File: config.mk
export PLATFORM = sky130hd
export DESIGN_NAME = cluster_periph_xbar
export DESIGN_NICKNAME = d
export VERILOG_FILES = /design/src/hdl/cluster_periph_pkg.sv /design/src/hdl/periph_req_if.sv /design/src/hdl/periph_addr_decode.sv /design/src/hdl/periph_rr_arbiter.sv /design/src/hdl/periph_resp_router.sv /design/src/hdl/cluster_periph_xbar.sv
export SDC_FILE = /design/constraint.sdc
export NUM_CORES = 1
export LEC_CHECK = 0
export ABC_AREA = 1
export ABC_CLOCK_PERIOD_IN_PS = 4000
export BUFFER_PORTS_ARGS = -buffer_cell sky130_fd_sc_hd__buf_2
export CORE_AREA = 2 2 297 299
export DETAILED_ROUTE_END_ITERATION = 16
export DIE_AREA = 0 0 299 301
export GPL_TIMING_DRIVEN = 1
export HOLD_SLACK_MARGIN = 0.1
export PLACE_DENSITY = 0.34
export SLEW_MARGIN = 25
export SYNTH_ARGS = -nofsm -noshare
export SYNTH_HDL_FRONTEND = slang
export SYNTH_HIERARCHICAL = 1
export SYNTH_SLANG_ARGS = --single-unit
File: constraint.sdc
create_clock -name clk_i -period 4 [get_ports clk_i]
set_input_delay 0.6 -clock clk_i [delete_from_list [all_inputs] [get_ports clk_i]]
set_output_delay 0.6 -clock clk_i [all_outputs]
set_load 0.02 [all_outputs]
File: src/hdl/cluster_periph_pkg.sv
`default_nettype none

package cluster_periph_pkg;

  // Crossbar size: cores 0 and 1, master peripheral 2
  localparam int unsigned NB_INITIATORS = 3;
  localparam int unsigned NB_TARGETS    = 4;

  localparam int unsigned ADDR_WIDTH = 32;
  localparam int unsigned DATA_WIDTH = 32;
  localparam int unsigned BE_WIDTH   = DATA_WIDTH / 8;

  localparam int unsigned IDX_WIDTH      = $clog2(NB_TARGETS);
  localparam int unsigned INIT_IDX_WIDTH = $clog2(NB_INITIATORS);

  // Address map of the peripheral segment
  localparam logic [7:0] CLUSTER_BASE  = 8'h10;
  localparam logic [3:0] PERIPH_SEG_LO = 4'h2;
  localparam logic [3:0] PERIPH_SEG_HI = 4'h3;
  localparam int unsigned ROUTING_LSB  = 16;
  localparam int unsigned ROUTING_MSB  = 17;

  // Everything outside the segment goes to the last port
  localparam int unsigned EXT_TARGET_IDX = NB_TARGETS - 1;

  typedef logic [ADDR_WIDTH-1:0]     periph_addr_t;
  typedef logic [DATA_WIDTH-1:0]     periph_data_t;
  typedef logic [IDX_WIDTH-1:0]      periph_idx_t;
  typedef logic [INIT_IDX_WIDTH-1:0] periph_init_idx_t;
  typedef logic [NB_INITIATORS-1:0]  periph_id_t;

  typedef struct packed {
    periph_addr_t        addr;
    periph_data_t        data;
    periph_id_t          id;
    logic                we_n;
    logic [BE_WIDTH-1:0] be;
  } periph_req_t;

  typedef struct packed {
    periph_data_t data;
    periph_id_t   id;
    logic         opc;
  } periph_resp_t;

endpackage

`default_nettype wire

File: src/hdl/periph_req_if.sv
`timescale 1ns/100ps
`default_nettype none

interface periph_req_if;

  // All arrays are indexed by initiator
  logic [cluster_periph_pkg::NB_INITIATORS-1:0] req;
  cluster_periph_pkg::periph_idx_t [cluster_periph_pkg::NB_INITIATORS-1:0] tgt_idx;
  cluster_periph_pkg::periph_req_t [cluster_periph_pkg::NB_INITIATORS-1:0] payload;
  logic [cluster_periph_pkg::NB_INITIATORS-1:0] gnt;

  modport decoder (
    output req,
    output tgt_idx,
    output payload
  );

  modport arbiter (
    input  req,
    input  tgt_idx,
    input  payload,
    output gnt
  );

endinterface

`default_nettype wire

File: src/hdl/periph_addr_decode.sv
`timescale 1ns/100ps
`default_nettype none

module periph_addr_decode (
  input  logic [cluster_periph_pkg::NB_INITIATORS-1:0] init_req_i,
  input  cluster_periph_pkg::periph_addr_t [cluster_periph_pkg::NB_INITIATORS-1:0]
         init_addr_i,
  input  cluster_periph_pkg::periph_data_t [cluster_periph_pkg::NB_INITIATORS-1:0]
         init_wdata_i,
  input  logic [cluster_periph_pkg::NB_INITIATORS-1:0] init_we_n_i,
  input  logic [cluster_periph_pkg::NB_INITIATORS-1:0][cluster_periph_pkg::BE_WIDTH-1:0]
         init_be_i,
  periph_req_if.decoder req_o
);

  function automatic cluster_periph_pkg::periph_idx_t decode_target(
    input cluster_periph_pkg::periph_addr_t addr
  );
    logic in_cluster;
    logic in_segment;
    in_cluster = (addr[31:24] == cluster_periph_pkg::CLUSTER_BASE);
    in_segment = (addr[23:20] >= cluster_periph_pkg::PERIPH_SEG_LO) &&
                 (addr[23:20] <= cluster_periph_pkg::PERIPH_SEG_HI);
    if (in_cluster && in_segment) begin
      return addr[cluster_periph_pkg::ROUTING_MSB:cluster_periph_pkg::ROUTING_LSB];
    end else begin
      // Outside the peripheral segment
      return cluster_periph_pkg::periph_idx_t'(cluster_periph_pkg::EXT_TARGET_IDX);
    end
  endfunction

  for (genvar i = 0; i < cluster_periph_pkg::NB_INITIATORS; i++) begin : gen_init
    assign req_o.req[i]          = init_req_i[i];
    assign req_o.tgt_idx[i]      = decode_target(init_addr_i[i]);
    assign req_o.payload[i].addr = init_addr_i[i];
    assign req_o.payload[i].data = init_wdata_i[i];
    // One-hot tag so the response can find its way back
    assign req_o.payload[i].id   = cluster_periph_pkg::periph_id_t'(1) << i;
    assign req_o.payload[i].we_n = init_we_n_i[i];
    assign req_o.payload[i].be   = init_be_i[i];
  end

endmodule

`default_nettype wire

File: src/hdl/periph_rr_arbiter.sv
`timescale 1ns/100ps
`default_nettype none

module periph_rr_arbiter (
  input  logic clk_i,
  input  logic reset_i,
  periph_req_if.arbiter req_i,
  output logic [cluster_periph_pkg::NB_TARGETS-1:0] tgt_req_o,
  output cluster_periph_pkg::periph_req_t [cluster_periph_pkg::NB_TARGETS-1:0]
         tgt_payload_o,
  input  logic [cluster_periph_pkg::NB_TARGETS-1:0] tgt_gnt_i
);

  logic [cluster_periph_pkg::NB_TARGETS-1:0] found;
  cluster_periph_pkg::periph_init_idx_t [cluster_periph_pkg::NB_TARGETS-1:0] sel_idx;
  cluster_periph_pkg::periph_init_idx_t [cluster_periph_pkg::NB_TARGETS-1:0] rr_ptr;

  // Per target, first requesting initiator at or after the pointer
  always_comb begin
    int unsigned pos;
    found   = '0;
    sel_idx = '0;
    for (int t = 0; t < cluster_periph_pkg::NB_TARGETS; t++) begin
      for (int k = 0; k < cluster_periph_pkg::NB_INITIATORS; k++) begin
        pos = (int'(rr_ptr[t]) + k) % cluster_periph_pkg::NB_INITIATORS;
        if (!found[t] && req_i.req[pos] &&
            req_i.tgt_idx[pos] == cluster_periph_pkg::periph_idx_t'(t)) begin
          found[t]   = 1'b1;
          sel_idx[t] = cluster_periph_pkg::periph_init_idx_t'(pos);
        end
      end
    end
  end

  always_comb begin
    req_i.gnt = '0;
    for (int t = 0; t < cluster_periph_pkg::NB_TARGETS; t++) begin
      tgt_req_o[t]     = found[t];
      tgt_payload_o[t] = req_i.payload[sel_idx[t]];
      // Grant goes back to the winner only
      if (found[t] && tgt_gnt_i[t]) begin
        req_i.gnt[sel_idx[t]] = 1'b1;
      end
    end
  end

  // Pointer moves past the winner once the handshake completes
  always_ff @(posedge clk_i) begin
    if (reset_i) begin
      rr_ptr <= '0;
    end else begin
      for (int t = 0; t < cluster_periph_pkg::NB_TARGETS; t++) begin
        if (found[t] && tgt_gnt_i[t]) begin
          if (sel_idx[t] == cluster_periph_pkg::periph_init_idx_t'(
                cluster_periph_pkg::NB_INITIATORS - 1)) begin
            rr_ptr[t] <= '0;
          end else begin
            rr_ptr[t] <= sel_idx[t] + 1'b1;
          end
        end
      end
    end
  end

endmodule

`default_nettype wire

File: src/hdl/periph_resp_router.sv
`timescale 1ns/100ps
`default_nettype none

module periph_resp_router (
  input  logic [cluster_periph_pkg::NB_TARGETS-1:0] tgt_rvalid_i,
  input  cluster_periph_pkg::periph_resp_t [cluster_periph_pkg::NB_TARGETS-1:0]
         tgt_resp_i,
  output logic [cluster_periph_pkg::NB_INITIATORS-1:0] init_rvalid_o,
  output cluster_periph_pkg::periph_data_t [cluster_periph_pkg::NB_INITIATORS-1:0]
         init_rdata_o,
  output logic [cluster_periph_pkg::NB_INITIATORS-1:0] init_opc_o
);

  always_comb begin
    cluster_periph_pkg::periph_id_t own_id;
    init_rvalid_o = '0;
    init_rdata_o  = '0;
    init_opc_o    = '0;
    for (int i = 0; i < cluster_periph_pkg::NB_INITIATORS; i++) begin
      own_id = cluster_periph_pkg::periph_id_t'(1) << i;
      // Walk downwards so the lowest matching target wins
      for (int t = cluster_periph_pkg::NB_TARGETS - 1; t >= 0; t--) begin
        if (tgt_rvalid_i[t] && tgt_resp_i[t].id == own_id) begin
          init_rvalid_o[i] = 1'b1;
          init_rdata_o[i]  = tgt_resp_i[t].data;
          init_opc_o[i]    = tgt_resp_i[t].opc;
        end
      end
    end
  end

endmodule

`default_nettype wire

File: src/hdl/cluster_periph_xbar.sv
`timescale 1ns/100ps
`default_nettype none

module cluster_periph_xbar (
  input  logic clk_i,
  input  logic reset_i,

  // Initiator side
  input  logic [cluster_periph_pkg::NB_INITIATORS-1:0] init_req_i,
  input  cluster_periph_pkg::periph_addr_t [cluster_periph_pkg::NB_INITIATORS-1:0]
         init_addr_i,
  input  cluster_periph_pkg::periph_data_t [cluster_periph_pkg::NB_INITIATORS-1:0]
         init_wdata_i,
  input  logic [cluster_periph_pkg::NB_INITIATORS-1:0] init_we_n_i,
  input  logic [cluster_periph_pkg::NB_INITIATORS-1:0][cluster_periph_pkg::BE_WIDTH-1:0]
         init_be_i,
  output logic [cluster_periph_pkg::NB_INITIATORS-1:0] init_gnt_o,
  output logic [cluster_periph_pkg::NB_INITIATORS-1:0] init_rvalid_o,
  output cluster_periph_pkg::periph_data_t [cluster_periph_pkg::NB_INITIATORS-1:0]
         init_rdata_o,
  output logic [cluster_periph_pkg::NB_INITIATORS-1:0] init_opc_o,

  // Target side
  output logic [cluster_periph_pkg::NB_TARGETS-1:0] tgt_req_o,
  output cluster_periph_pkg::periph_addr_t [cluster_periph_pkg::NB_TARGETS-1:0] tgt_addr_o,
  output cluster_periph_pkg::periph_data_t [cluster_periph_pkg::NB_TARGETS-1:0] tgt_wdata_o,
  output cluster_periph_pkg::periph_id_t [cluster_periph_pkg::NB_TARGETS-1:0] tgt_id_o,
  output logic [cluster_periph_pkg::NB_TARGETS-1:0] tgt_we_n_o,
  output logic [cluster_periph_pkg::NB_TARGETS-1:0][cluster_periph_pkg::BE_WIDTH-1:0]
         tgt_be_o,
  input  logic [cluster_periph_pkg::NB_TARGETS-1:0] tgt_gnt_i,
  input  logic [cluster_periph_pkg::NB_TARGETS-1:0] tgt_rvalid_i,
  input  cluster_periph_pkg::periph_id_t [cluster_periph_pkg::NB_TARGETS-1:0] tgt_rid_i,
  input  cluster_periph_pkg::periph_data_t [cluster_periph_pkg::NB_TARGETS-1:0] tgt_rdata_i,
  input  logic [cluster_periph_pkg::NB_TARGETS-1:0] tgt_opc_i
);

  cluster_periph_pkg::periph_req_t  [cluster_periph_pkg::NB_TARGETS-1:0] tgt_payload;
  cluster_periph_pkg::periph_resp_t [cluster_periph_pkg::NB_TARGETS-1:0] tgt_resp;

  periph_req_if req_bus ();

  periph_addr_decode i_decode (
    .init_req_i   (init_req_i),
    .init_addr_i  (init_addr_i),
    .init_wdata_i (init_wdata_i),
    .init_we_n_i  (init_we_n_i),
    .init_be_i    (init_be_i),
    .req_o        (req_bus.decoder)
  );

  periph_rr_arbiter i_arbiter (
    .clk_i         (clk_i),
    .reset_i       (reset_i),
    .req_i         (req_bus.arbiter),
    .tgt_req_o     (tgt_req_o),
    .tgt_payload_o (tgt_payload),
    .tgt_gnt_i     (tgt_gnt_i)
  );

  // Grant is already steered to the winning initiator
  assign init_gnt_o = req_bus.gnt;

  for (genvar t = 0; t < cluster_periph_pkg::NB_TARGETS; t++) begin : gen_tgt_bind
    assign tgt_addr_o[t]  = tgt_payload[t].addr;
    assign tgt_wdata_o[t] = tgt_payload[t].data;
    assign tgt_id_o[t]    = tgt_payload[t].id;
    assign tgt_we_n_o[t]  = tgt_payload[t].we_n;
    assign tgt_be_o[t]    = tgt_payload[t].be;
    assign tgt_resp[t]    = '{data: tgt_rdata_i[t], id: tgt_rid_i[t], opc: tgt_opc_i[t]};
  end

  periph_resp_router i_router (
    .tgt_rvalid_i  (tgt_rvalid_i),
    .tgt_resp_i    (tgt_resp),
    .init_rvalid_o (init_rvalid_o),
    .init_rdata_o  (init_rdata_o),
    .init_opc_o    (init_opc_o)
  );

endmodule

`default_nettype wire

==> metrics.txt <==
status finished, final reports clean; Die Ht 301 um; CP peak stage delay 0.23 ns; Synth area leaders nand2_1 27%, nand3_1 26%, buf_4 13%; Iteration-0 DRC Markers 1,818; drc violations 0; io pins 761; layout cells sized above 1 28.7%; Final ANT Viol Nets 0; number of flops mapped to enable cells by yosys 0; WL met2 45,100 um; drt pass-1 iters 6; first-pass GRT wire length 135,000 um; largest net degree at the start of global routing 68; syn_area_per_cell 4.77 um^2; critical path's top delay family simple AND/OR/NAND/NOR gates; flop2flop setup slack 1.71 ns; Starting Density 15.6%; post-synth top area share 27.0%; H-Tree Depth 1; die width 299 um; Most used DFF post-synth dfxtp_1; Setup CP Type input pin to output pin; dpl cell area 0.0175 mm^2; Total GRT Usage 19.7%; max reg flops 8; Worst VDD drop 515 uV; RSZ-0062 raised after global routing no; register bit total from synthesis 8; f_max 260 MHz; post-route clock skew 0.000114 ns; Slowest-stage cell, CP nand3_1; cell taking the most area after synthesis nand2_1; Worst EP required 3.40 ns; worst-path cell chain buf_2 -> nor2_1 -> nand2_1 -> nor2_1 -> nand3_1 -> inv_2 -> nor2_2 -> nand3_2 -> nand2_1 -> nor2_2 -> nand3_1 -> nand2_2 -> inv_4 -> nor2_8 -> buf_12 -> buf_12 -> nand2_1 -> nand3_1 -> buf_2; Ys Warns 6; final setup margin 0.151 ns; vias per inst 4.57; vias in the first global route 18,787; Netlist cell types 32; total number of vias 20,556; routed wl met3 6560 um; Buf/Inv on CP 6; power density over the cells 659 mW/mm^2; Largest regs i_arbiter/rr_ptr x8; Worst-Margin Slew 0.770 ns; list of most frequent post-synthesis cells 971 x nand2_1, 700 x nand3_1, 264 x inv_1; critical path fanouts, max 23; cts-stage hold buffer count 0; Crit. End Element output pin; Remaining Overflow, GRT 0; Async S/R FF share, synth 0%; max-capacitance violation count 0; fin area 0.0177 mm^2; CTS Buf Count 3; CTS max path bufs 2; Leak 9.95 nW; final hold violation count 0; mapped cell area 0.0135 mm^2; Non-Filler Instances 4,498; Met1 Wirelength 41,500 um; final WL 95,000 um; pre-CTS WS 0.0866 ns; Worst Reg-to-Reg Cells 14; Cells after DPL 4,478; crit share post-route 96.2%; worst flop-to-flop path startpoint i_arbiter/rr_ptr[6]; initial antenna violation count 19; crit path from init_addr_i[91]; post-synthesis sequential area ratio 1.19%; hpwl dp 75,200 um; clk sinks 8; Hold Path Class register to register; DR WL/cell 21.1 um; Root Buffer Master clkbuf_16; CTS tree yes; Setup-failing EPs final 0; final setup TNS 0 ns; Final Power 11.7 mW; critical path depth 19; Final Util 20.5%; Fin Hold WS 0.485 ns; Critical Path AT 3.25 ns; Reg-to-Reg End i_arbiter/rr_ptr[7]; Worst setup SP type input pin; Cells after Synth 2,831; area delta synth->final 30.9%; PortBufs 760; relative slew slack 48.7%; die area 0.0900 mm^2; row cnt 108; fin crit period 3.85 ns; count leader, synth nand2_1; Core Area 0.0865 mm^2; Slew Limit Fails 0; Biggest register i_arbiter/rr_ptr; Top Metal Used met5; end of the critical path tgt_wdata_o[118]; Clk Latency, worst-skew pair 0.24 ns; Worst-path clk slew 0.04 ns; Nets 3,705; routability cong. 0.958
[area by class of cell]
class | count | area, um^2
inverter | 282 | 1060
tap | 1155 | 1450
antenna | 14 | 35.0
clock buffer | 3 | 75.1
fill | 10398 | 68800
timing repair buffer | 889 | 5310
sequential | 8 | 160
multi-input combinational | 2147 | 9600
[repair_timing]
item,4_1_cts,5_1_grt
endpoints found under the setup margin,0,190
hold endpoints to repair,0,0
setup buffers,0,2
gates resized for setup,0,5
[placed cells by master (no fill, tap or decap), types with 7 or more instances in the layout]
master	n
buf_12	40
buf_4	87
o21ai_0	96
diode_2	14
a21oi_1	104
inv_2	14
nand3_1	700
nand4_1	9
buf_2	760
nor2_4	9
inv_1	264
nor2_2	13
nor2_1	190
dfxtp_1	8
conb_1	9
nand2_1	968
nand2_2	7
ha_1	10
[report_power, final]
part | internal, mW | leakage, nW | switching (mW)
combinational | 3.58 | 9.85 | 7.79
clock | 0.129 | 0.0371 | 0.0434
sequential | 0.0934 | 0.0648 | 0.0103
total | 3.81 | 9.95 | 7.84
[cells by family (layout without fill, tap and decap cells)]
group	after synthesis	after routing	share of synthesized area, %
flops	8	8	1.19
buf+inv	683	1174	28.5
compound gates	212	212	7.98
other cells	2	23	0.0556
simple gates	1916	1916	61.4
fa+ha+maj	10	10	0.926
[worst min-delay path: cells and delay by family, from the launching register on]
kind            cells  cell delay [ns]
compound gates      1             0.05
simple gates        1             0.06
flops               1             0.32
[metal layers]
layer	global-route usage (%)	up-vias
met5	0	-
li1	-	9794
met3	2.89	99
met2	32.6	915
met4	4.21	4
met1	26.9	9744
[worst min path at each step]
stage	start	endpoint	slack, ns	cells past startpoint
after floorplan	i_arbiter/rr_ptr[1]	i_arbiter/rr_ptr[1]	0.46	2
after global placement	i_arbiter/rr_ptr[7]	i_arbiter/rr_ptr[7]	0.49	2
after detailed placement	i_arbiter/rr_ptr[6]	i_arbiter/rr_ptr[6]	0.48	2
after CTS	i_arbiter/rr_ptr[6]	i_arbiter/rr_ptr[6]	0.49	2
after global routing	i_arbiter/rr_ptr[6]	i_arbiter/rr_ptr[6]	0.51	2
final	i_arbiter/rr_ptr[3]	i_arbiter/rr_ptr[3]	0.49	2
Power figures use the tool's default switching activity.
